===== src/verilog/cpu_pkg.sv =====
package cpu_pkg;

	localparam int xlen = 32;
	localparam int reg_aw = 5;
	localparam int mem_aw = 8;
	localparam int sr_aw = 2;
	localparam int op_w = 6;
	localparam logic [reg_aw-1:0] lp_reg = 5'd30;

	// instruction field positions.
	localparam int op_hi = 31;
	localparam int op_lo = 26;
	localparam int rt_hi = 25;
	localparam int rt_lo = 21;
	localparam int ra_hi = 20;
	localparam int ra_lo = 16;
	localparam int rb_hi = 15;
	localparam int rb_lo = 11;
	localparam int sv_hi = 9;
	localparam int sv_lo = 8;
	localparam int imm5_hi = 14;
	localparam int imm5_lo = 10;
	localparam int imm15_hi = 14;
	localparam int imm15_lo = 0;
	localparam int imm20_hi = 19;
	localparam int imm20_lo = 0;
	// system register number, low bits of imm15.
	localparam int sr_hi = sr_aw - 1;
	localparam int sr_lo = 0;

	typedef enum logic [op_w-1:0] {
		op_add   = 6'h00,
		op_sub   = 6'h01,
		op_and   = 6'h02,
		op_or    = 6'h03,
		op_xor   = 6'h04,
		op_sll   = 6'h05,
		op_addi  = 6'h08,
		op_ori   = 6'h09,
		op_slli  = 6'h0a,
		op_movi  = 6'h0b,
		op_sethi = 6'h0c,
		op_lwi   = 6'h10,
		op_swi   = 6'h11,
		op_lw    = 6'h12,
		op_sw    = 6'h13,
		op_lwr   = 6'h14,
		op_lnk   = 6'h18,
		op_mov   = 6'h19,
		op_mtsr  = 6'h1c,
		op_mfsr  = 6'h1d,
		op_nop   = 6'h3f
	} opcode_e;

	typedef enum logic [1:0] {
		src2_rb, src2_imm, src2_lswi, src2_lsw
	} alu_src2_e;

	typedef enum logic [2:0] {
		imm_5_ze, imm_15_se, imm_15_ze, imm_20_se, imm_20_hi
	} imm_ext_e;

	typedef enum logic [0:0] {
		maddr_alu, maddr_ra
	} mem_addr_e;

	typedef enum logic [0:0] {
		wraddr_rt, wraddr_lp
	} wr_addr_e;

	typedef enum logic [2:0] {
		wrreg_alu, wrreg_imm, wrreg_mem, wrreg_pc, wrreg_rt, wrreg_sr
	} wr_src_e;

	typedef enum logic [2:0] {
		alu_add, alu_sub, alu_and, alu_or, alu_xor, alu_sll
	} alu_op_e;

endpackage

===== src/verilog/alu.sv =====
`timescale 1ns/1ps
module alu (
	input  cpu_pkg::alu_op_e         op,
	input  logic [cpu_pkg::xlen-1:0] a,
	input  logic [cpu_pkg::xlen-1:0] b,
	output logic [cpu_pkg::xlen-1:0] result
);

	logic [4:0] shamt;

	// shift amount from the low bits of b.
	assign shamt = b[4:0];

	always_comb begin
		case (op)
			cpu_pkg::alu_add: result = a + b;
			cpu_pkg::alu_sub: result = a - b;
			cpu_pkg::alu_and: result = a & b;
			cpu_pkg::alu_or: result = a | b;
			cpu_pkg::alu_xor: result = a ^ b;
			cpu_pkg::alu_sll: result = a << shamt;
			default: result = '0;
		endcase
	end

endmodule


===== config.mk =====
export PLATFORM = sky130hd
export DESIGN_NAME = alu
export DESIGN_NICKNAME = d
export VERILOG_FILES = /design/src/verilog/cpu_pkg.sv /design/src/verilog/alu.sv
export SDC_FILE = /design/constraint.sdc
export NUM_CORES = 1
export LEC_CHECK = 0
export BUFFER_PORTS_ARGS = -buffer_cell sky130_fd_sc_hd__buf_4
export CORE_AREA = 4 4 117 119
export DETAILED_ROUTE_END_ITERATION = 8
export DIE_AREA = 0 0 121 123
export MAX_ROUTING_LAYER = met4
export PLACE_DENSITY = 0.8
export SLEW_MARGIN = 20
export SYNTH_ARGS = -nofsm -noshare
export SYNTH_HDL_FRONTEND = slang
export SYNTH_SLANG_ARGS = --single-unit
export TNS_END_PERCENT = 1

===== constraint.sdc =====
create_clock -name vclk -period 7.5
set_input_delay 1.125 -clock vclk [all_inputs]
set_output_delay 1.125 -clock vclk [all_outputs]
set_load 0.05 [all_outputs]

==> out/metrics.csv <==
metric,value,unit
crit path cell chain,buf_4 > inv_1 > ha_1 > nand2_1 > nor4_1 > inv_1 > nor2_1 > nor2_1 > xnor2_1 > ha_1 > and3_1 > o211ai_1 > a21oi_1 > o311a_1 > o21ai_1 > o311a_1 > o311a_1 > o21ai_1 > buf_4,
via/cell ratio,6.46,
Logic pwr share,100.0,%
Final period util,89.2,%
source of the worst hold timing path,op[2],
clock share of power,0,%
GRT overflow,0,
RSZ-0062 raised after global routing,false,
Post-Syn Area per Cell,6.86,um2
NetSw,436,uW
Core Region,12600,um2
Routed WL,21.9,mm
num sequential,0,
slowest cell delay on critical path,0.43,ns
Crit Path Category,in -> out,
setup TNS,0,ns
final hold vios,0,
Initial Utilization,49.1,%
Total GRT Usage,29.2,%
final hold slack,2.68,ns
WL per Instance,19.6,um
first-pass GRT wire length,34.5,mm
setup violators final,0,
Sw Ratio,63.6,%
Final #Nets,1114,
PortBufs,99,
CP Capture Type,output pin,
# clk buffers,0,
Worst path slowest cell,nor4_1,
class of the worst hold path,in -> out,
DP Worst Slack,0.918,ns
CP bufs+invs,4,
outcome,"complete, no violations",
Slew Limit Headroom,44.1,%
Post-Layout Inst Area,6960,um2
Pleak,3.29,nW
"most used cell, CP",o311a_1,
Post-route DRC,0,
pin slew with the least headroom to its limit,0.830,ns
Reg area,0,um2
synth warn,0,
dpl hpwl,17.2,mm
GPL Wtd Cong,1.11,
register share of total power,0,%
Yosys cell types,63,
drt initial violations,837,
dpl cells,1119,
MaxCap Viol Count,0,
Post CTS Setup Buffer Count,0,
Final ANT Viol Nets,0,
mapped cell area,6170,um2
WHS Path Cells,3,
WHS Endpoint,result[1],
Required @ worst endpoint,6.38,ns
pwr/cell area,98.4,nW/um2
Int Pwr,249,uW
worst path arrival time,5.57,ns
drt pass-1 iters,7,
Tmin final,6.69,ns
post-cts resize count,0,
pin count of the biggest net entering global routing,55,
share of cells above drive strength 1,15.6,%
post-cts hold buffer count,0,
die area,14900,um2
Site Rows,41,
startpoint types,primary input,
"Seq/Total Area, Yosys",0,%
initial antenna violation count,0,
Post-Syn Instances,899,
Die Ht,123,um
fmax,149,MHz
Via Count,7234,
Chip Width,121,um
worst setup margin,0.809,ns
I/O pin cnt,99,
Layout Cells excl Fill,1119,
P&R area growth vs syn,12.9,%
cell family with most CP delay,compound AO/OA/AOI/OAI gates,
vias in the first global route,6635,
Antenna Cells,0,
DP Area,6960,um2
worst-path fanout max,54,
Post-Syn Nets,1064,
Slew Limit Fails,0,
largest vdd supply drop,63.9,uV
## layout by cell type, fill, tap and decap left out, types with 4 or more instances in the layout
| cell type | netlist | routed |
|---|---|---|
| a222oi_1 | 18 | 18 |
| a21o_1 | 20 | 20 |
| o21ai_1 | 5 | 5 |
| xor2_1 | 12 | 12 |
| mux4_2 | 18 | 18 |
| nand3_1 | 15 | 15 |
| nor2_1 | 83 | 83 |
| and3_1 | 7 | 7 |
| a21oi_1 | 85 | 85 |
| ha_1 | 97 | 97 |
| or2_2 | 6 | 6 |
| and2_1 | 8 | 8 |
| a41oi_1 | 5 | 5 |
| xnor2_1 | 38 | 38 |
| mux2i_1 | 38 | 38 |
| a211oi_1 | 7 | 7 |
| o21a_1 | 5 | 5 |
| nand4_1 | 13 | 13 |
| o211ai_1 | 10 | 10 |
| a22oi_1 | 8 | 8 |
| o31ai_1 | 4 | 4 |
| nand2b_1 | 9 | 9 |
| nor3_1 | 9 | 8 |
| o221ai_1 | 10 | 10 |
| inv_1 | 80 | 80 |
| o22ai_1 | 4 | 4 |
| o41ai_1 | 5 | 5 |
| buf_4 | 2 | 110 |
| a31oi_1 | 17 | 17 |
| o21ai_0 | 60 | 60 |
| nand2_1 | 87 | 87 |
| nor2b_1 | 7 | 6 |
## cell type report
type                            count  area [um2]
Fill cell                        1275        5600
Timing Repair Buffer              110         826
Tap cell                          172         215
Multi-Input combinational cell    756        5620
Inverter                           81         304
## per-layer routing
metal / global-route usage [%] / share of wire [%] / vias to the layer above
met5: - / 0 / -
met4: 8.50 / 3.2 / 0
met3: 4.44 / 10 / 59
met2: 47.3 / 46 / 409
met1: 38.0 / 41 / 3377
li1: - / - / 3389
## cell families (layout without fill, tap and decap cells)
group	Yosys count	count (layout)	share of synthesized area (%)
buffers and inverters	143	191	9.07
AND/OR/NAND/NOR	261	261	20.0
AO/OA/AOI/OAI	287	287	30.2
XOR/XNOR	51	51	7.37
adder cells (fa/ha/maj)	98	98	20.0
multiplexers	59	59	13.3
## tightest hold or removal path, delay by kind of cell
family / cells / cell delay, ns
buffers and inverters: 2 / 0.32
AO/OA/AOI/OAI: 1 / 0.10
## power groups by stage
stage          clock, mW  combinational [mW]  sequential, mW
6_report               0               0.685               0
5_1_grt                0               0.737               0
4_1_cts                0               0.673               0
3_5_place_dp           0               0.669               0
3_3_place_gp           0               0.663               0
2_1_floorplan          0               0.472               0
## worst max path at each step
stage	startpoint	to	slack [ns]	depth (start not counted)
floorplan	b[0]	result[30]	0.59	21
global placement	b[1]	result[31]	1.02	16
detailed placement	b[1]	result[30]	0.92	19
CTS	b[1]	result[30]	0.92	19
global route	b[1]	result[30]	0.44	19
finish	b[1]	result[30]	0.81	19
## synthesized netlist by cell type (9+ instances only)
cell | n | area share, %
a21o_1 | 20 | 2.4
a21oi_1 | 85 | 6.9
a222oi_1 | 18 | 2.9
a31oi_1 | 17 | 1.7
clkbuf_1 | 45 | 2.7
ha_1 | 97 | 20
inv_1 | 80 | 4.9
mux2i_1 | 38 | 6.2
mux4_2 | 18 | 6.6
nand2_1 | 87 | 5.3
nand2b_1 | 9 | 0.91
nand3_1 | 15 | 1.2
nand4_1 | 13 | 1.3
nor2_1 | 83 | 5.1
nor3_1 | 9 | 0.73
o211ai_1 | 10 | 1.2
o21ai_0 | 60 | 4.9
o221ai_1 | 10 | 1.4
xnor2_1 | 38 | 5.4
xor2_1 | 12 | 1.7
## through the flow
stage / power [mW] / utilization (%)
final: 0.685 / 55.4
after global routing: 0.737 / 55.4
after CTS: 0.673 / 55.4
after detailed placement: 0.669 / 55.4
after global placement: 0.663 / 55.4
after floorplan: 0.472 / -
No activity file was read; power rests on OpenSTA's default activity.
