===== config.mk =====
export PLATFORM = sky130hd
export DESIGN_NAME = reg_file
export DESIGN_NICKNAME = d
export VERILOG_FILES = /design/src/verilog/cpu_pkg.sv /design/src/verilog/reg_file.sv
export SDC_FILE = /design/constraint.sdc
export NUM_CORES = 2
export LEC_CHECK = 0
export BUFFER_PORTS_ARGS = -buffer_cell sky130_fd_sc_hd__buf_2
export CELL_PAD_IN_SITES_DETAIL_PLACEMENT = 0
export CELL_PAD_IN_SITES_GLOBAL_PLACEMENT = 1
export CORE_MARGIN = 2
export CORE_UTILIZATION = 54
export DETAILED_ROUTE_END_ITERATION = 6
export HOLD_SLACK_MARGIN = 0.12
export PLACE_DENSITY_LB_ADDON = 0.08
export SLEW_MARGIN = 20
export SYNTH_ARGS = -nofsm -noshare
export SYNTH_HDL_FRONTEND = slang
export SYNTH_SLANG_ARGS = --single-unit

===== constraint.sdc =====
create_clock -name clk -period 2.4 [get_ports clk]
set_input_delay 0.12 -clock clk [delete_from_list [all_inputs] [get_ports clk]]
set_output_delay 0.12 -clock clk [all_outputs]
set_load 0.05 [all_outputs]

===== src/verilog/cpu_pkg.sv =====
package cpu_pkg;

	localparam int xlen = 32;
	localparam int reg_aw = 5;
	localparam int mem_aw = 8;
	localparam int sr_aw = 2;
	localparam int op_w = 6;
	localparam logic [reg_aw-1:0] lp_reg = 5'd30;

	// instruction field positions.
	localparam int op_hi = 31;
	localparam int op_lo = 26;
	localparam int rt_hi = 25;
	localparam int rt_lo = 21;
	localparam int ra_hi = 20;
	localparam int ra_lo = 16;
	localparam int rb_hi = 15;
	localparam int rb_lo = 11;
	localparam int sv_hi = 9;
	localparam int sv_lo = 8;
	localparam int imm5_hi = 14;
	localparam int imm5_lo = 10;
	localparam int imm15_hi = 14;
	localparam int imm15_lo = 0;
	localparam int imm20_hi = 19;
	localparam int imm20_lo = 0;
	// system register number, low bits of imm15.
	localparam int sr_hi = sr_aw - 1;
	localparam int sr_lo = 0;

	typedef enum logic [op_w-1:0] {
		op_add   = 6'h00,
		op_sub   = 6'h01,
		op_and   = 6'h02,
		op_or    = 6'h03,
		op_xor   = 6'h04,
		op_sll   = 6'h05,
		op_addi  = 6'h08,
		op_ori   = 6'h09,
		op_slli  = 6'h0a,
		op_movi  = 6'h0b,
		op_sethi = 6'h0c,
		op_lwi   = 6'h10,
		op_swi   = 6'h11,
		op_lw    = 6'h12,
		op_sw    = 6'h13,
		op_lwr   = 6'h14,
		op_lnk   = 6'h18,
		op_mov   = 6'h19,
		op_mtsr  = 6'h1c,
		op_mfsr  = 6'h1d,
		op_nop   = 6'h3f
	} opcode_e;

	typedef enum logic [1:0] {
		src2_rb, src2_imm, src2_lswi, src2_lsw
	} alu_src2_e;

	typedef enum logic [2:0] {
		imm_5_ze, imm_15_se, imm_15_ze, imm_20_se, imm_20_hi
	} imm_ext_e;

	typedef enum logic [0:0] {
		maddr_alu, maddr_ra
	} mem_addr_e;

	typedef enum logic [0:0] {
		wraddr_rt, wraddr_lp
	} wr_addr_e;

	typedef enum logic [2:0] {
		wrreg_alu, wrreg_imm, wrreg_mem, wrreg_pc, wrreg_rt, wrreg_sr
	} wr_src_e;

	typedef enum logic [2:0] {
		alu_add, alu_sub, alu_and, alu_or, alu_xor, alu_sll
	} alu_op_e;

endpackage

===== src/verilog/reg_file.sv =====
`timescale 1ns/1ps
module reg_file (
	input  logic                       clk,
	input  logic                       rst,
	input  logic [cpu_pkg::reg_aw-1:0] ra_addr,
	input  logic [cpu_pkg::reg_aw-1:0] rb_addr,
	input  logic [cpu_pkg::reg_aw-1:0] rt_addr,
	output logic [cpu_pkg::xlen-1:0]   ra_data,
	output logic [cpu_pkg::xlen-1:0]   rb_data,
	output logic [cpu_pkg::xlen-1:0]   rt_data,
	input  logic                       we,
	input  logic [cpu_pkg::reg_aw-1:0] wr_addr,
	input  logic [cpu_pkg::xlen-1:0]   wr_data
);

	logic [cpu_pkg::xlen-1:0] regs [0:(1<<cpu_pkg::reg_aw)-1];

	always_ff @(posedge clk) begin
		if (rst) begin
			for (int i = 0; i < (1 << cpu_pkg::reg_aw); i++) begin
				regs[i] <= '0;
			end
		end else if (we) begin
			regs[wr_addr] <= wr_data;
		end
	end

	// write-through on all three read ports.
	assign ra_data = (we && wr_addr == ra_addr) ? wr_data : regs[ra_addr];
	assign rb_data = (we && wr_addr == rb_addr) ? wr_data : regs[rb_addr];
	assign rt_data = (we && wr_addr == rt_addr) ? wr_data : regs[rt_addr];

endmodule


==> qor.yml <==
grt:
  antenna_found_initial: 23
  grt_overflow: 0
  first_global_vias: 47140
  grtUsageTotal_pct: 45.03
  grt_max_degree: 43
  grt_pass1_wl_mm: 373.5
sta:
  final-setup-viol-count: 96
  relSlewSlack_pct: 39.22
  tightest_slew_ns: 0.9117
  period_share_pct: 116.7
  final_max_slew_viol_count: 0
  rsz0062_at_grt: "true"
  hold_ws_ns: 0.2986
  timing.fmax_mhz: 357.0
  worst_slack_ns: -0.4012
  hold_viol: 0
  min_period_ns: 2.801
clocking:
  clockBufferDepth: 3
  cts.sink_count: 1024
  root_buffer: "clkbuf_16"
  clkSlewWorstSetupHoldPaths_ns: 0.06
  cts_made_buffers: 117
  cts_max_level: 3
  tritoncts: "done"
synth:
  syn_area_sq_um: 63640
  avgSynthCellArea_sq_um: 13.74
  ys.warnings.count: 0
  synth-compound-area-share_pct: 6.845
  syn_inst: 4633
  synth_cell_types: 73
  ys.flop_type: "edfxtp_1"
  synth-simple-area-share_pct: 14.06
  synthAdderAreaFrac_pct: 0
  synth-async-reset-ratio_pct: 0
  synth_nets: 4688
  yosysSeqAreaShare_pct: 48.31
  synth_edf_count: 1024
  ys_ff_latch: 1024
  yosys.area_share.xor_xnor_pct: 0.2064
  synthMuxAreaShare_pct: 26.36
  synth_top_family_by_area: "multiplexers"
worst_setup_path:
  critical_path_arrival_ns: 2.68
  crit_family: "multiplexers"
  required_ns: 2.28
  crit_buf_inv: 1
  slowest_delay_ns: 0.50
  worst_setup_path_end_kind: "primary output"
  crit_chain: "mux4_2, mux2_4, nand2_2, nand3_4, a22o_4, buf_8"
  worst-setup-path-type: "reg2out"
  start_kind: "register"
  cp_max_fo: 3
  critPathSlowestCell: "mux4_2"
min_path:
  whs_path_depth: 3
  hp-start: "rst"
  holdPathEnd: "regs[23][4]"
  min_path_type: "in2reg"
pwr:
  total_power_uw: 49880
  total_leakage_power_uw: 0.02740
  ir_drop_mv: 0.7436
  power_density_nw_per_um2: 645.7
place:
  gp_congestion: 0.9618
  post_dp_cell_area_sq_um: 70150
  dp_hpwl_mm: 171.9
  dp_slack_ns: -0.4021
  port_buffers: 150
layout:
  area_growth_pct: 21.37
  final_util_pct: 66.30
  final_area_sq_um: 77250
  fill_cells: 8371
  nNetsFinal: 4979
  largest_reg_flops: 1024
  reg_top3: "regs (1024)"
  regMostFlops: "regs"
  layout-drive-gt1-share_pct: 39.01
outcome:
  violations: "design-rule violations, negative setup slack"
  status: "finished, violations left"
run:
  cap_violations: 0
die:
  die_w_microns: 347.3
  ioPinCount: 151
  die_y_microns: 347.3
  fp-row-count: 125
  initial_core_util_pct: 54.62
  floorplan.die_area_sq_um: 120600
  fp.coreArea_sq_um: 116500
routing:
  drc: 2
  drt_first_pass_iters: 7
  wirelength_mm: 272.8
  wl_per_cell_microns: 41.62
  avgViaCountPerCell: 7.387
  antenna_left: 0
  drt-initial-drc-count: 8355
  routed-via-count: 48430
-- Yosys cell counts, drive strengths merged (4+ instances only) --
| cell type | instances | area share [%] |
|---|---|---|
| a2111oi | 12 | 0.17 |
| a211oi | 68 | 0.80 |
| a221oi | 10 | 0.14 |
| a22o | 34 | 0.47 |
| a22oi | 148 | 1.7 |
| and2 | 1026 | 10 |
| and3 | 5 | 0.049 |
| and4 | 9 | 0.12 |
| buf | 228 | 2.5 |
| clkbuf | 291 | 1.7 |
| edfxtp | 1024 | 48 |
| mux2 | 142 | 2.5 |
| mux2i | 269 | 4.2 |
| mux4 | 553 | 20 |
| nand2 | 119 | 0.71 |
| nand2b | 5 | 0.049 |
| nand3 | 50 | 0.39 |
| nand3b | 10 | 0.12 |
| nand4 | 5 | 0.049 |
| nor2 | 80 | 0.48 |
| nor2b | 73 | 0.72 |
| nor3 | 4 | 0.049 |
| nor4 | 31 | 0.30 |
| nor4b | 5 | 0.079 |
| o2111ai | 5 | 0.069 |
| o21ai | 70 | 0.55 |
| o221ai | 31 | 0.43 |
| o22a | 5 | 0.069 |
| o22ai | 173 | 1.7 |
| o31ai | 23 | 0.27 |
| o41ai | 18 | 0.26 |
| or2 | 34 | 0.34 |
| or3 | 5 | 0.049 |
| or3b | 5 | 0.073 |
| or4 | 21 | 0.25 |
| xor2 | 12 | 0.17 |
-- what timing repair did --
item                                    CTS  global route
endpoints found under the hold margin   856             0
gates cloned                              0             0
pin swaps                               197            97
setup buffers                            47            30
endpoints found under the setup margin   96            96
hold buffers                             32             0
gates resized for setup                 482           100
-- power by group --
part           internal, uW  switching (uW)
sequential            20700             755
clock                 10300            7700
combinational          4500            5970
total                 35500           14400
-- per-stage QoR --
| step | TNS, ns | std cells |
|---|---|---|
| 2_1_floorplan | -4.292 | 4633 |
| 3_3_place_gp | -3.637 | 6247 |
| 3_5_place_dp | -4.853 | 6247 |
| 4_1_cts | -17.28 | 6515 |
| 5_1_grt | -18.88 | 6547 |
| 6_report | -16.20 | 6555 |
-- tightest hold or removal path: cells and delay by family --
kind                   cells  cell delay (ns)
buffers and inverters      2             0.40
and+or+nand+nor            1             0.33
-- layout by cell type (no fill, tap or decap), drive strengths merged, types with 12 or more instances in the layout --
| master | count |
|---|---|
| buf | 659 |
| o31ai | 23 |
| nand2 | 119 |
| a211oi | 68 |
| edfxtp | 1024 |
| o21ai | 70 |
| clkbuf | 138 |
| nor2b | 73 |
| bufinv | 12 |
| mux2i | 269 |
| clkinv | 54 |
| a2111oi | 12 |
| o22ai | 173 |
| a22o | 34 |
| or2 | 34 |
| diode | 14 |
| or4 | 21 |
| and2 | 1026 |
| o41ai | 18 |
| nand3 | 50 |
| xor2 | 12 |
| nor2 | 80 |
| mux4 | 553 |
| o221ai | 31 |
| dlygate4sd3 | 32 |
| mux2 | 142 |
| a22oi | 148 |
| nor4 | 31 |
-- routing by layer --
metal  vias up  global-route usage, %  share of wire (%)
li1      18780                      -                  -
met2      4165                  66.24                 43
met5         -                  1.080              0.077
met4         8                  24.25                6.5
met3       953                  17.11                 15
met1     24520                  57.81                 35
-- how the worst max path moves through the flow --
stage / from / to / slack [ns] / depth (start not counted)
after global placement: ra_addr[3] / ra_data[31] / -0.41 / 9
after CTS: regs[5][29] / rt_data[29] / -0.38 / 6
after global routing: regs[23][30] / rb_data[30] / -0.41 / 5
final: regs[26][18] / rb_data[18] / -0.40 / 6
after floorplan: ra_addr[1] / ra_data[26] / -0.59 / 6
after detailed placement: ra_addr[3] / ra_data[31] / -0.40 / 9
-- logic make-up after synthesis --
kind of cell,count (synthesis)
AND/OR/NAND/NOR,1497
flip-flops,1024
multiplexers,964
AO/OA/AOI/OAI,611
buffers and inverters,522
XOR/XNOR,15
-- final cells by class --
class                      count  area, sq um  area share, %
antenna                       14        35.03        0.04535
clock buffer                 138         3049          3.947
clock inverter                74        679.4         0.8795
inverter                       3        11.26        0.01458
multi-input combinational   3087        32910          42.61
sequential                  1024        30750          39.81
tap                         1524         1907          2.468
timing repair buffer         691         7904          10.23
No activity file was read; power rests on OpenSTA's default activity.
