==> config.mk <==
export PLATFORM = sky130hd
export DESIGN_NAME = sys_reg
export DESIGN_NICKNAME = d
export VERILOG_FILES = /design/src/verilog/cpu_pkg.sv /design/src/verilog/sys_reg.sv
export SDC_FILE = /design/constraint.sdc
export NUM_CORES = 1
export LEC_CHECK = 0
export BUFFER_PORTS_ARGS = -buffer_cell sky130_fd_sc_hd__buf_2
export CORE_MARGIN = 5
export CORE_UTILIZATION = 55
export CTS_BUF_LIST = sky130_fd_sc_hd__clkbuf_8
export CTS_CLUSTER_SIZE = 40
export DETAILED_ROUTE_END_ITERATION = 12
export GPL_ROUTABILITY_DRIVEN = 0
export PLACE_DENSITY = 0.72
export SLEW_MARGIN = 20
export SYNTH_ARGS = -nofsm -noshare
export SYNTH_HDL_FRONTEND = slang
export SYNTH_SLANG_ARGS = --single-unit
==> constraint.sdc <==
create_clock -name clk -period 5.2 [get_ports clk]
set_input_delay 1.04 -clock clk [delete_from_list [all_inputs] [get_ports clk]]
set_output_delay 1.04 -clock clk [all_outputs]
set_load 0.03 [all_outputs]
==> src/verilog/cpu_pkg.sv <==
package cpu_pkg;

	localparam int xlen = 32;
	localparam int reg_aw = 5;
	localparam int mem_aw = 8;
	localparam int sr_aw = 2;
	localparam int op_w = 6;
	localparam logic [reg_aw-1:0] lp_reg = 5'd30;

	// instruction field positions.
	localparam int op_hi = 31;
	localparam int op_lo = 26;
	localparam int rt_hi = 25;
	localparam int rt_lo = 21;
	localparam int ra_hi = 20;
	localparam int ra_lo = 16;
	localparam int rb_hi = 15;
	localparam int rb_lo = 11;
	localparam int sv_hi = 9;
	localparam int sv_lo = 8;
	localparam int imm5_hi = 14;
	localparam int imm5_lo = 10;
	localparam int imm15_hi = 14;
	localparam int imm15_lo = 0;
	localparam int imm20_hi = 19;
	localparam int imm20_lo = 0;
	// system register number, low bits of imm15.
	localparam int sr_hi = sr_aw - 1;
	localparam int sr_lo = 0;

	typedef enum logic [op_w-1:0] {
		op_add   = 6'h00,
		op_sub   = 6'h01,
		op_and   = 6'h02,
		op_or    = 6'h03,
		op_xor   = 6'h04,
		op_sll   = 6'h05,
		op_addi  = 6'h08,
		op_ori   = 6'h09,
		op_slli  = 6'h0a,
		op_movi  = 6'h0b,
		op_sethi = 6'h0c,
		op_lwi   = 6'h10,
		op_swi   = 6'h11,
		op_lw    = 6'h12,
		op_sw    = 6'h13,
		op_lwr   = 6'h14,
		op_lnk   = 6'h18,
		op_mov   = 6'h19,
		op_mtsr  = 6'h1c,
		op_mfsr  = 6'h1d,
		op_nop   = 6'h3f
	} opcode_e;

	typedef enum logic [1:0] {
		src2_rb, src2_imm, src2_lswi, src2_lsw
	} alu_src2_e;

	typedef enum logic [2:0] {
		imm_5_ze, imm_15_se, imm_15_ze, imm_20_se, imm_20_hi
	} imm_ext_e;

	typedef enum logic [0:0] {
		maddr_alu, maddr_ra
	} mem_addr_e;

	typedef enum logic [0:0] {
		wraddr_rt, wraddr_lp
	} wr_addr_e;

	typedef enum logic [2:0] {
		wrreg_alu, wrreg_imm, wrreg_mem, wrreg_pc, wrreg_rt, wrreg_sr
	} wr_src_e;

	typedef enum logic [2:0] {
		alu_add, alu_sub, alu_and, alu_or, alu_xor, alu_sll
	} alu_op_e;

endpackage
==> src/verilog/sys_reg.sv <==
`timescale 1ns/1ps
module sys_reg (
	input  logic                      clk,
	input  logic                      rst,
	input  logic [cpu_pkg::sr_aw-1:0] addr,
	output logic [cpu_pkg::xlen-1:0]  rdata,
	input  logic                      we,
	input  logic [cpu_pkg::xlen-1:0]  wdata
);

	logic [cpu_pkg::xlen-1:0] sr [0:(1<<cpu_pkg::sr_aw)-1];

	always_ff @(posedge clk) begin
		if (rst) begin
			for (int i = 0; i < (1 << cpu_pkg::sr_aw); i++) begin
				sr[i] <= '0;
			end
		end else if (we) begin
			sr[addr] <= wdata;
		end
	end

	assign rdata = we ? wdata : sr[addr];

endmodule

==> results of run 1 <==
where the power goes:
group | total [uW] | internal (uW) | switching, uW
clock network | 858 | 469 | 390
logic | 297 | 93.4 | 204
registers | 1240 | 1220 | 21.3
cells in the mapped netlist (2+ instances only):
cell type	count
nor4_1	32
nor2b_1	33
a211oi_1	2
edfxtp_1	128
buf_1	4
buf_6	11
buf_4	2
nor3b_2	2
mux2i_1	32
nor2_1	32
clkbuf_1	11
nand2_1	2
and2_1	64
clkbuf_2	6
a221oi_1	29
a221oi_2	3
a211oi_2	30
inv_1	33
buf_2	10
logic make-up (layout without fill, tap and decap cells):
| kind of cell | after synthesis | in the layout |
|---|---|---|
| simple gates | 169 | 169 |
| compound gates | 66 | 66 |
| flops | 128 | 128 |
| mux | 32 | 32 |
| other cells | 0 | 1 |
| buf+inv | 77 | 143 |
final timing paths:
path	start	end	slack (ns)	depth (start not counted)
hold / removal	wdata[28]	sr[1][28]$_SDFFCE_PN0P_	0.91	2
setup / recovery	addr[0]	rdata[0]	1.19	5
area by class of cell:
class                   instances  area [sq um]  area share
diodes                          1         2.502   0.0003559
clock buffers                  17         234.0     0.03328
clock inverters                15         170.2     0.02420
inverters                      33         123.9     0.01762
multi-input cells             267          2056      0.2924
flip-flops and latches        128          3844      0.5467
well taps                     143         178.9     0.02545
repair buffers                 78         421.7     0.05998
stage by stage:
stage	cell area (sq um)	util	worst slack, ns
2_1_floorplan	6251	-	0.6830
3_3_place_gp	6624	0.5876	1.193
3_5_place_dp	6624	0.5876	1.154
4_1_cts	7028	0.6235	1.161
5_1_grt	7028	0.6235	1.068
6_report	7030	0.6237	1.186
critical path, stage by stage:
cell      delay (ns)
buf_2           0.09
buf_4           0.43
nor2b_4         0.89
a221oi_1        0.25
buf_2           0.26
routing by layer:
layer	GRT usage	vias to the layer above	wire length, um
li1	-	1855	-
met5	0	-	0
met4	0.06498	0	105
met3	0.04767	8	799
met2	0.3333	109	6451
met1	0.2719	1855	5725
==> run_results.csv, run 1 <==
group,metric,value,unit
status,outcome,"finished, final reports clean",
route,drc,0,
clock_network,h-tree-depth,4,
synth,ys.warnings.count,0,
pwr,p_leak,0.002604,uW
setup_path,critPathLaunchType,"input pin",
synth,synthCells,472,
cells_and_area,largest_reg_flops,128,
synth,synth_top_cell_area_share,0.6149,
hold_path,holdCritPathClass,"input pin to register",
pwr,p_per_area,340.5,nW/um^2
timing,rsz0062_at_grt,"no",
timing,min_period,4.014,ns
route,drt_wl_total,13.08,mm
pwr,total_power,2394,uW
synth,synth_xor_area_frac,0,
clock_network,cts_tree,"built",
floorplan,rows,39,
floorplan,fp.dieW,116.6,um
cells_and_area,drive_above_1_share,0.2825,
global_routing,grt_pass1_vias,3894,
pwr,max-vdd-ir-drop,0.2006,mV
timing,max_freq,0.2491,GHz
global_routing,grt_usage,0.2038,
timing,hold_viol_final,0,
route,ant_nets,0,
cells_and_area,area_growth,12.47,%
synth,synthAdderAreaFrac,0,
cells_and_area,regMostFlops,"sr",
timing,maxSlewViolCount,0,
clock_network,cts_buffers,17,
synth,muxShareOfSynthArea,0.05124,
timing,max_slew_margin,0.2693,
timing,setup_tns,0,ns
run,cap_violations,0,
clock_network,clockBufferDepth,2,
cells_and_area,layout_commonest_cell,"edfxtp_1",
clock_network,post_cts_resized,0,
global_routing,grt_first_pass_wirelength,20.89,mm
cells_and_area,fillers,905,
clock_network,post_cts_buffers,0,
timing,worst_pin_slew,1.096,ns
route,dr_total_vias,3827,
placement,io_buffers,68,
floorplan,ios,69,
cells_and_area,reg_top3,"sr (128)",
timing,fin_crit_sh,0.7720,
floorplan,die-height,116.6,um
synth,avgSynthCellArea,13.24,sq um
synth,synth_top_family_by_area,"simple AND/OR/NAND/NOR gates",
setup_path,crit_path_end_kind,"output port",
clock_network,clock_sinks,128,
synth,synthFlopType,"edfxtp_1",
timing,setup_viol,0,
timing,hold_slack,0.9132,ns
route,vias_per_cell,5.611,
floorplan,start_util,0.5546,
synth,synthArstFlopShare,0,
clock_network,cts_root_buf,"clkbuf_8",
synth,synthSimpleGateAreaFrac,0.1577,
cells_and_area,finalNetCount,562,
cells_and_area,layout_common_cells,"edfxtp_1 (128), buf_2 (67), and2_1 (64), inv_1 (33)",
global_routing,grt.overflow.total,0,
route,wl_per_cell,19.18,um
synth,ys_ff_latch,128,
floorplan,dieArea,13600,sq um
synth,syn_nets,509,
clock_network,cts_hold_buf,0,
placement,place_hpwl,7.372,mm
synth,synth_edf_count,128,
placement,dp_cells,649,
synth,synth_top_area_cell,"edfxtp_1",
setup_path,arrival,2.97,ns
setup_path,worst_ep_required_time,4.16,ns
synth,synth_area,6251,sq um
setup_path,critPathKind,"input pin to output port",
synth,synth-compound-area-share,0.1123,
synth,yosys.cell_types.count,25,
clock_network,path_clk_slew,0.08,ns
synth,synth-seq-area-share,0.6149,
floorplan,core_area,11270,sq um
setup_path,cp_max_fo,38,
route,drt_iter0_drc,265,
cells_and_area,instances_no_fill,682,
synth,synth_area_leaders,"edfxtp_1 (61%), and2_1 (6.4%), a211oi_2 (6.0%), mux2i_1 (5.1%), a221oi_1 (4.1%)",
global_routing,antenna_found_initial,0,
route,dr.pass1.iters,4,
global_routing,grt_max_degree,119,
Power figures use the tool's default switching activity.
==> inputs of run 2 (changes only) <==
- clock period: 5.2 -> 4.1 ns (I/O delays scaled with it)
==> run 2 against run 1 <==
- largest power group unchanged
- cell area increased by 1.8%
- die area unchanged
- critical endpoint is now rdata[31]
- clock power increased by 49%
- power increased by 35%
- largest cell class unchanged
- sequential power increased by 27%
- critical path type unchanged
- non-clock buffer count increased by 6
==> run_results.csv, run 2 (synthesis results as in run 1) <==
group,metric,value,unit
cells_and_area,reg_top3,"sr (128)",
clock_network,clock_sinks,128,
route,drt_iter0_drc,259,
global_routing,grt_usage,0.2115,
timing,max_slew_margin,0.3315,
pwr,power_switching,786.7,uW
route,ant_nets,0,
cells_and_area,layout_commonest_cell,"edfxtp_1",
setup_path,critPathKind,"input pin to output port",
global_routing,grt.overflow.total,0,
pwr,max-vdd-ir-drop,0.2491,mV
cells_and_area,area_growth,14.47,%
cells_and_area,regMostFlops,"sr",
clock_network,cts_hold_buf,0,
route,dr_total_vias,3933,
timing,max_freq,0.2889,GHz
floorplan,dieArea,13600,sq um
route,drt_wl_total,13.59,mm
pwr,p_leak,0.002688,uW
placement,place_hpwl,8.007,mm
route,dr.pass1.iters,7,
cells_and_area,design_area,7156,sq um
timing,rsz0062_at_grt,"no",
timing,maxSlewViolCount,0,
floorplan,rows,39,
pwr,combPwrFrac,0.119,
clock_network,post_cts_buffers,0,
clock_network,post_cts_resized,0,
global_routing,grt_pass1_vias,3998,
setup_path,worst_ep_required_time,3.28,ns
pwr,sw_frac_of_total,0.2432,
pwr,seq_power_share,0.486,
route,drc,0,
status,outcome,"finished, final reports clean",
run,cap_violations,0,
cells_and_area,fillers,897,
timing,hold_viol_final,0,
floorplan,core_area,11270,sq um
setup_path,cp_max_fo,103,
floorplan,die-height,116.6,um
cells_and_area,largest_reg_flops,128,
timing,worst_pin_slew,1.003,ns
placement,placed_area,6681,sq um
cells_and_area,layout_common_cells,"edfxtp_1 (128), buf_2 (67), and2_1 (64), inv_1 (33)",
pwr,total_power,3236,uW
timing,setup_viol,0,
pwr,clock_power_share,0.395,
clock_network,cts_tree,"built",
cells_and_area,finalNetCount,568,
route,wl_per_cell,19.78,um
clock_network,path_clk_slew,0.07,ns
pwr,power.internal,2449,uW
route,vias_per_cell,5.725,
timing,setup_tns,0,ns
cells_and_area,instances_no_fill,687,
cells_and_area,drive_above_1_share,0.2886,
cells_and_area,antennaDiodeCount,0,
clock_network,h-tree-depth,4,
global_routing,grt_first_pass_wirelength,21.31,mm
timing,fin_crit_sh,0.8442,
clock_network,clockBufferDepth,2,
global_routing,grt_max_degree,104,
clock_network,cts_buffers,17,
timing,min_period,3.461,ns
hold_path,holdCritPathClass,"input pin to register",
global_routing,antenna_found_initial,1,
floorplan,fp.dieW,116.6,um
setup_path,arrival,2.64,ns
pwr,p_per_area,452.2,nW/um^2
floorplan,ios,69,
setup_path,crit_path_end_kind,"output port",
clock_network,cts_root_buf,"clkbuf_8",
floorplan,start_util,0.5546,
placement,io_buffers,68,
placement,dp_cells,655,
setup_path,critPathLaunchType,"input pin",
run 2: path summary, 6_finish.rpt:
kind	startpoint	endpoint	slack [ns]	cells after the start
max	addr[1]	rdata[31]	0.64	6
min	wdata[22]	sr[1][22]$_SDFFCE_PN0P_	0.68	2
run 2: metrics by stage:
step	setup WS, ns	hold slack (ns)	util
after floorplan	0.8014	1.018	-
after global placement	0.7370	1.123	0.5927
after detailed placement	0.6900	1.126	0.5927
after CTS	0.6821	0.6645	0.6348
after global routing	0.5337	0.6613	0.6348
final	0.6386	0.6832	0.6348
run 2: cell type report:
class,instances,area (sq um),share of cell area
repair buffers,84,479.2,0.06697
clock inverters,15,240.2,0.03357
well taps,143,178.9,0.02500
inverters,33,123.9,0.01731
multi-input cells,267,2056,0.2873
flip-flops and latches,128,3844,0.5372
clock buffers,17,234.0,0.03270
run 2: power groups by stage:
stage,clock network [uW],registers [uW],logic [uW]
after floorplan,0,1590,273
after global placement,0,1590,382
after detailed placement,0,1600,388
after CTS,1290,1570,390
after global routing,1360,1580,417
final,1280,1570,385
run 2: critical path, stage by stage:
cell	delay (ns)
buf_6	0.65
buf_4	0.37
nor2b_1	0.07
a211oi_1	0.27
a221oi_1	0.10
buf_2	0.25
run 2: layer usage:
metal | up-vias | routed length [um] | global-route usage
met3 | 13 | 643 | 0.04819
li1 | 1874 | - | -
met4 | 2 | 155 | 0.07416
met5 | - | 13 | 0
met1 | 1955 | 5714 | 0.2633
met2 | 89 | 7064 | 0.3646
