**src/verilog/cpu_pkg.sv**
```systemverilog
package cpu_pkg;

	localparam int xlen = 32;
	localparam int reg_aw = 5;
	localparam int mem_aw = 8;
	localparam int sr_aw = 2;
	localparam int op_w = 6;
	localparam logic [reg_aw-1:0] lp_reg = 5'd30;

	// instruction field positions.
	localparam int op_hi = 31;
	localparam int op_lo = 26;
	localparam int rt_hi = 25;
	localparam int rt_lo = 21;
	localparam int ra_hi = 20;
	localparam int ra_lo = 16;
	localparam int rb_hi = 15;
	localparam int rb_lo = 11;
	localparam int sv_hi = 9;
	localparam int sv_lo = 8;
	localparam int imm5_hi = 14;
	localparam int imm5_lo = 10;
	localparam int imm15_hi = 14;
	localparam int imm15_lo = 0;
	localparam int imm20_hi = 19;
	localparam int imm20_lo = 0;
	// system register number, low bits of imm15.
	localparam int sr_hi = sr_aw - 1;
	localparam int sr_lo = 0;

	typedef enum logic [op_w-1:0] {
		op_add   = 6'h00,
		op_sub   = 6'h01,
		op_and   = 6'h02,
		op_or    = 6'h03,
		op_xor   = 6'h04,
		op_sll   = 6'h05,
		op_addi  = 6'h08,
		op_ori   = 6'h09,
		op_slli  = 6'h0a,
		op_movi  = 6'h0b,
		op_sethi = 6'h0c,
		op_lwi   = 6'h10,
		op_swi   = 6'h11,
		op_lw    = 6'h12,
		op_sw    = 6'h13,
		op_lwr   = 6'h14,
		op_lnk   = 6'h18,
		op_mov   = 6'h19,
		op_mtsr  = 6'h1c,
		op_mfsr  = 6'h1d,
		op_nop   = 6'h3f
	} opcode_e;

	typedef enum logic [1:0] {
		src2_rb, src2_imm, src2_lswi, src2_lsw
	} alu_src2_e;

	typedef enum logic [2:0] {
		imm_5_ze, imm_15_se, imm_15_ze, imm_20_se, imm_20_hi
	} imm_ext_e;

	typedef enum logic [0:0] {
		maddr_alu, maddr_ra
	} mem_addr_e;

	typedef enum logic [0:0] {
		wraddr_rt, wraddr_lp
	} wr_addr_e;

	typedef enum logic [2:0] {
		wrreg_alu, wrreg_imm, wrreg_mem, wrreg_pc, wrreg_rt, wrreg_sr
	} wr_src_e;

	typedef enum logic [2:0] {
		alu_add, alu_sub, alu_and, alu_or, alu_xor, alu_sll
	} alu_op_e;

endpackage
```
**src/verilog/decoder.sv**
```systemverilog
`timescale 1ns/1ps
module decoder (
	input  logic [cpu_pkg::op_w-1:0] opcode,
	output cpu_pkg::alu_src2_e       select_alu_src2,
	output cpu_pkg::imm_ext_e        select_imm_extend,
	output cpu_pkg::mem_addr_e       select_mem_addr,
	output cpu_pkg::wr_addr_e        select_write_reg_addr,
	output cpu_pkg::wr_src_e         select_write_reg,
	output cpu_pkg::alu_op_e         alu_op,
	output logic                     reg_we,
	output logic                     mem_we,
	output logic                     sr_we
);

	always_comb begin
		select_alu_src2 = cpu_pkg::src2_rb;
		select_imm_extend = cpu_pkg::imm_15_se;
		select_mem_addr = cpu_pkg::maddr_alu;
		select_write_reg_addr = cpu_pkg::wraddr_rt;
		select_write_reg = cpu_pkg::wrreg_alu;
		alu_op = cpu_pkg::alu_add;
		reg_we = 1'b0;
		mem_we = 1'b0;
		sr_we = 1'b0;
		case (cpu_pkg::opcode_e'(opcode))
			cpu_pkg::op_add: reg_we = 1'b1;
			cpu_pkg::op_sub: begin
				alu_op = cpu_pkg::alu_sub;
				reg_we = 1'b1;
			end
			cpu_pkg::op_and: begin
				alu_op = cpu_pkg::alu_and;
				reg_we = 1'b1;
			end
			cpu_pkg::op_or: begin
				alu_op = cpu_pkg::alu_or;
				reg_we = 1'b1;
			end
			cpu_pkg::op_xor: begin
				alu_op = cpu_pkg::alu_xor;
				reg_we = 1'b1;
			end
			cpu_pkg::op_sll: begin
				alu_op = cpu_pkg::alu_sll;
				reg_we = 1'b1;
			end
			cpu_pkg::op_addi: begin
				select_alu_src2 = cpu_pkg::src2_imm;
				reg_we = 1'b1;
			end
			cpu_pkg::op_ori: begin
				select_alu_src2 = cpu_pkg::src2_imm;
				select_imm_extend = cpu_pkg::imm_15_ze;
				alu_op = cpu_pkg::alu_or;
				reg_we = 1'b1;
			end
			cpu_pkg::op_slli: begin
				select_alu_src2 = cpu_pkg::src2_imm;
				select_imm_extend = cpu_pkg::imm_5_ze;
				alu_op = cpu_pkg::alu_sll;
				reg_we = 1'b1;
			end
			cpu_pkg::op_movi: begin
				select_imm_extend = cpu_pkg::imm_20_se;
				select_write_reg = cpu_pkg::wrreg_imm;
				reg_we = 1'b1;
			end
			cpu_pkg::op_sethi: begin
				select_imm_extend = cpu_pkg::imm_20_hi;
				select_write_reg = cpu_pkg::wrreg_imm;
				reg_we = 1'b1;
			end
			cpu_pkg::op_lwi, cpu_pkg::op_swi: begin
				select_alu_src2 = cpu_pkg::src2_lswi;
				select_write_reg = cpu_pkg::wrreg_mem;
				reg_we = (opcode == cpu_pkg::op_lwi);
				mem_we = (opcode == cpu_pkg::op_swi);
			end
			cpu_pkg::op_lw, cpu_pkg::op_sw: begin
				select_alu_src2 = cpu_pkg::src2_lsw;
				select_write_reg = cpu_pkg::wrreg_mem;
				reg_we = (opcode == cpu_pkg::op_lw);
				mem_we = (opcode == cpu_pkg::op_sw);
			end
			cpu_pkg::op_lwr: begin
				select_mem_addr = cpu_pkg::maddr_ra;
				select_write_reg = cpu_pkg::wrreg_mem;
				reg_we = 1'b1;
			end
			cpu_pkg::op_lnk: begin
				select_write_reg_addr = cpu_pkg::wraddr_lp;
				select_write_reg = cpu_pkg::wrreg_pc;
				reg_we = 1'b1;
			end
			cpu_pkg::op_mov: begin
				select_write_reg = cpu_pkg::wrreg_rt;
				reg_we = 1'b1;
			end
			// sr number rides along in the zero-extended imm15.
			cpu_pkg::op_mtsr: begin
				select_imm_extend = cpu_pkg::imm_15_ze;
				sr_we = 1'b1;
			end
			cpu_pkg::op_mfsr: begin
				select_imm_extend = cpu_pkg::imm_15_ze;
				select_write_reg = cpu_pkg::wrreg_sr;
				reg_we = 1'b1;
			end
			default: begin
			end
		endcase
	end

endmodule

```
**config.mk**
```make
export PLATFORM = sky130hd
export DESIGN_NAME = decoder
export DESIGN_NICKNAME = d
export VERILOG_FILES = /design/src/verilog/cpu_pkg.sv /design/src/verilog/decoder.sv
export SDC_FILE = /design/constraint.sdc
export NUM_CORES = 1
export LEC_CHECK = 0
export ABC_AREA = 1
export BUFFER_PORTS_ARGS = -buffer_cell sky130_fd_sc_hd__buf_2
export CAP_MARGIN = 0
export CORE_AREA = 2 2 39 41
export DETAILED_ROUTE_END_ITERATION = 10
export DIE_AREA = 0 0 41 43
export GPL_TIMING_DRIVEN = 0
export MAX_ROUTING_LAYER = met4
export PLACE_DENSITY = 0.62
export SLEW_MARGIN = 20
export SYNTH_ARGS = -nofsm -noshare
export SYNTH_HDL_FRONTEND = slang
export SYNTH_SLANG_ARGS = --single-unit
```
**constraint.sdc**
```tcl
create_clock -name vclk -period 1.2
set_input_delay 0.18 -clock vclk [all_inputs]
set_output_delay 0.18 -clock vclk [all_outputs]
set_load 0.1 [all_outputs]
```
==> report_table.html <==
<table>
<tr><th>Metric</th><th>Value</th></tr>
<tr><th colspan="2">Placement</th></tr>
<tr><td>Hpwl dp</td><td>about 900 um</td></tr>
<tr><td>Routability-driven placement congestion ratio</td><td>0.843</td></tr>
<tr><td>Input/output buffers</td><td>22</td></tr>
<tr><td>Number of cells after detailed placement</td><td>110</td></tr>
<tr><th colspan="2">STA</th></tr>
<tr><td>Setup slack of the critical path after layout</td><td>-0.161 ns</td></tr>
<tr><td>Final critical delay including setup and external delays</td><td>1.36 ns</td></tr>
<tr><td>Endpoints failing setup</td><td>14</td></tr>
<tr><td>Achievable clock frequency</td><td>about 730 MHz</td></tr>
<tr><td>Share of the clock period used by the worst path</td><td>1.13</td></tr>
<tr><td>RSZ-0062 raised after global routing</td><td>true</td></tr>
<tr><td>Setup TNS Final</td><td>-1.31 ns</td></tr>
<tr><td>Transition at the pin with the smallest max-transition slack</td><td>between 0.2 and 0.3 ns</td></tr>
<tr><td>Worst slew margin</td><td>0.803</td></tr>
<tr><td>Number of pins exceeding their max-slew limit in the final report</td><td>0</td></tr>
<tr><td>Fin. Hold Viols</td><td>0</td></tr>
<tr><th colspan="2">Detailed routing</th></tr>
<tr><td>DRC Markers</td><td>0</td></tr>
<tr><td>Detailed Route Iter0 Violations</td><td>22</td></tr>
<tr><td>Routed WL</td><td>about 1.7 mm</td></tr>
<tr><td>Residual antenna-violating net count after detailed routing</td><td>0</td></tr>
<tr><td>Number of detailed-route iterations in the first pass</td><td>4</td></tr>
<tr><td>WL/cell</td><td>14.3 um</td></tr>
<tr><td>Number of vias per cell</td><td>roughly 5.2</td></tr>
<tr><td>Routed vias</td><td>roughly 610</td></tr>
<tr><th colspan="2">Power and ir drop</th></tr>
<tr><td>Worst vdd rail ir drop</td><td>between 0.0002 and 0.0003 V</td></tr>
<tr><td>Comb pwr share</td><td>1.000</td></tr>
<tr><td>Share of total power consumed by net switching</td><td>0.643</td></tr>
<tr><td>Overall Power</td><td>0.427 mW</td></tr>
<tr><td>Power share of the sequential group</td><td>0</td></tr>
<tr><td>Pwr Density</td><td>390 nW/um2</td></tr>
<tr><td>Internal portion of total power</td><td>0.153 mW</td></tr>
<tr><td>Clock group share of total power</td><td>0</td></tr>
<tr><td>Sw power</td><td>0.274 mW</td></tr>
<tr><td>Leakage</td><td>0.455 nW</td></tr>
<tr><th colspan="2">Synthesis</th></tr>
<tr><td>Top-area cell type share of the netlist area</td><td>0.198</td></tr>
<tr><td>Synth area leader</td><td>nand3_1</td></tr>
<tr><td>Largest cells by area after synthesis</td><td>nand3_1, inv_1, nor2_1</td></tr>
<tr><td>Sequential share of the synthesized area</td><td>0</td></tr>
<tr><td>Number of unique standard cell types used by synthesis</td><td>16</td></tr>
<tr><td>Synth Instances</td><td>roughly 70</td></tr>
<tr><td>Synth Area per Inst</td><td>between 4 and 5 um2</td></tr>
<tr><td>Post-synth design cell area</td><td>329 um2</td></tr>
<tr><td>Yosys warning total</td><td>0</td></tr>
<tr><td>Synthesized Nets</td><td>between 70 and 80</td></tr>
<tr><th colspan="2">Run status</th></tr>
<tr><td>Violations in the final reports</td><td>negative setup slack</td></tr>
<tr><td>Outcome</td><td>finished, violations left</td></tr>
<tr><th colspan="2">Critical path</th></tr>
<tr><td>Critical-path cell with the highest stage delay</td><td>nor2_4</td></tr>
<tr><td>Peak per-stage delay on the critical path</td><td>roughly 0.24 ns</td></tr>
<tr><td>Critical path data arrival time</td><td>approximately 1.2 ns</td></tr>
<tr><td>Critical setup path kind</td><td>in2out</td></tr>
<tr><td>Capturing element type of the critical path</td><td>output pin</td></tr>
<tr><td>CP dominant cell by count</td><td>buf_12</td></tr>
<tr><td>Crit path required time</td><td>a little over 1 ns</td></tr>
<tr><td>Critical Path Fanout Max</td><td>7</td></tr>
<tr><td>Series of cell instances along the critical path</td><td>buf_12, inv_16, nor2_4, nand2_4, a21oi_4, or2_4, buf_12</td></tr>
<tr><td>Kind of launch point of the worst setup path</td><td>input pin</td></tr>
<tr><th colspan="2">Floorplan</th></tr>
<tr><td>Die area</td><td>roughly 1800 um2</td></tr>
<tr><td>Number of I/O pins</td><td>22</td></tr>
<tr><td>Starting Density</td><td>0.238</td></tr>
<tr><td>Count of standard-cell rows</td><td>14</td></tr>
<tr><td>Die X</td><td>about 41 um</td></tr>
<tr><td>Core area</td><td>about 1400 um2</td></tr>
<tr><td>Die height</td><td>about 43 um</td></tr>
<tr><th colspan="2">Finish</th></tr>
<tr><td>Combined flip-flop and latch cell area</td><td>0 um2</td></tr>
<tr><td>Final core utilization</td><td>0.791</td></tr>
<tr><td>Inserted Diodes</td><td>0</td></tr>
<tr><td>Clock buf count</td><td>0</td></tr>
<tr><td>Number of nets at the end of the flow</td><td>109</td></tr>
<tr><td>Area Growth Syn to Fin</td><td>233%</td></tr>
<tr><td>Sequential cell count</td><td>0</td></tr>
<tr><td>Final std cells w/o fill</td><td>117</td></tr>
<tr><td>Share of layout cells above drive strength 1</td><td>0.822</td></tr>
<tr><th colspan="2">Clock network</th></tr>
<tr><td>Number of buffers inserted by hold repair at cts</td><td>0</td></tr>
<tr><th colspan="2">Global route</th></tr>
<tr><td>Antenna violations before repair</td><td>0</td></tr>
<tr><td>Leftover overflow at the end of global routing</td><td>0</td></tr>
<tr><td>Wire length of the first global-routing pass</td><td>around 2.4 mm</td></tr>
<tr><td>Overall routing resource usage</td><td>0.190</td></tr>
<tr><td>Number of global-route vias before repair</td><td>560</td></tr>
<tr><td>Maximum number of pins on one net before global-route repair</td><td>8</td></tr>
<tr><th colspan="2">Job</th></tr>
<tr><td>Count of max-cap constraint violations</td><td>0</td></tr>
<tr><th colspan="2">Hold path</th></tr>
<tr><td>Class of the tightest hold or removal check</td><td>in2out</td></tr>
</table>
-- metrics by stage --
step                      cell area (um2)  setup slack [ns]  hold slack, ns
after floorplan                       462            -0.884           0.585
after global placement                592            -0.681           0.924
after detailed placement              592            -0.652           0.931
after CTS                             971            -0.127           0.793
after global routing                 1090            -0.194           0.820
final                                1090            -0.161           0.790
-- path summary, 6_finish.rpt --
check       from             endpoint  slack (ns)  cells past startpoint
min    opcode[1]               mem_we        0.79                      4
max    opcode[4]  select_write_reg[1]       -0.16                      7
-- layer usage --
layer,track usage,part of all wire,vias to the layer above
li1,-,-,292
met1,0.234,0.37,299
met2,0.350,0.57,23
met3,0,0.054,0
met4,0,0,0
met5,-,0,-
-- critical path, delay by kind of cell --
family | cells | cell delay (ns)
AOI/OAI and AO/OA | 1 | 0.18
buffers and inverters | 3 | 0.29
and+or+nand+nor | 3 | 0.51
-- kinds of logic after synthesis --
logic type / share of synthesized area
buffers and inverters: 0.194
and+or+nand+nor: 0.646
AOI/OAI and AO/OA: 0.160
-- cells in the final DEF (no fill, tap or decap) --
cell type and count:
clkinvlp_4 3, inv_16 1, o21ai_1 1, o2111ai_2 1
o22ai_2 1, nor2_2 3, inv_2 6, or2_4 1
a21oi_4 1, a211oi_2 1, nor2_4 12, inv_1 5
nand2_2 7, inv_4 1, buf_8 2, clkinv_8 1
nand4_1 1, nor2_1 3, buf_6 9, buf_12 15
nand2_4 4, nand3_1 4, o21ai_2 1, nand3_2 6
nand2_8 1, nand3_4 3, o211ai_1 2, buf_4 3
nand2_1 2
-- synth_stat cells (2+ instances only) --
cell type  count
nand2_1       13
nor2_2         2
nand3_1       13
inv_1         17
nor2_1        15
o211ai_1       2
-- power groups by stage --
stage | combinational [mW] | sequential, mW | clock (mW)
2_1_floorplan | 0.223 | 0 | 0
3_3_place_gp | 0.276 | 0 | 0
3_5_place_dp | 0.277 | 0 | 0
4_1_cts | 0.390 | 0 | 0
5_1_grt | 0.442 | 0 | 0
6_report | 0.427 | 0 | 0
-- final cells by class --
type | count | area, um2
fill | 76 | 289
timing repair buffer | 29 | 454
multi-input combinational | 55 | 514
inverter | 17 | 106
tap | 16 | 20.0
-- what timing repair did --
action                     in CTS  in global routing
setup buffers                   6                  1
pin swaps                      22                 13
resized for setup              94                 29
setup endpoints to repair      16                 16
No activity file was read; power rests on OpenSTA's default activity.
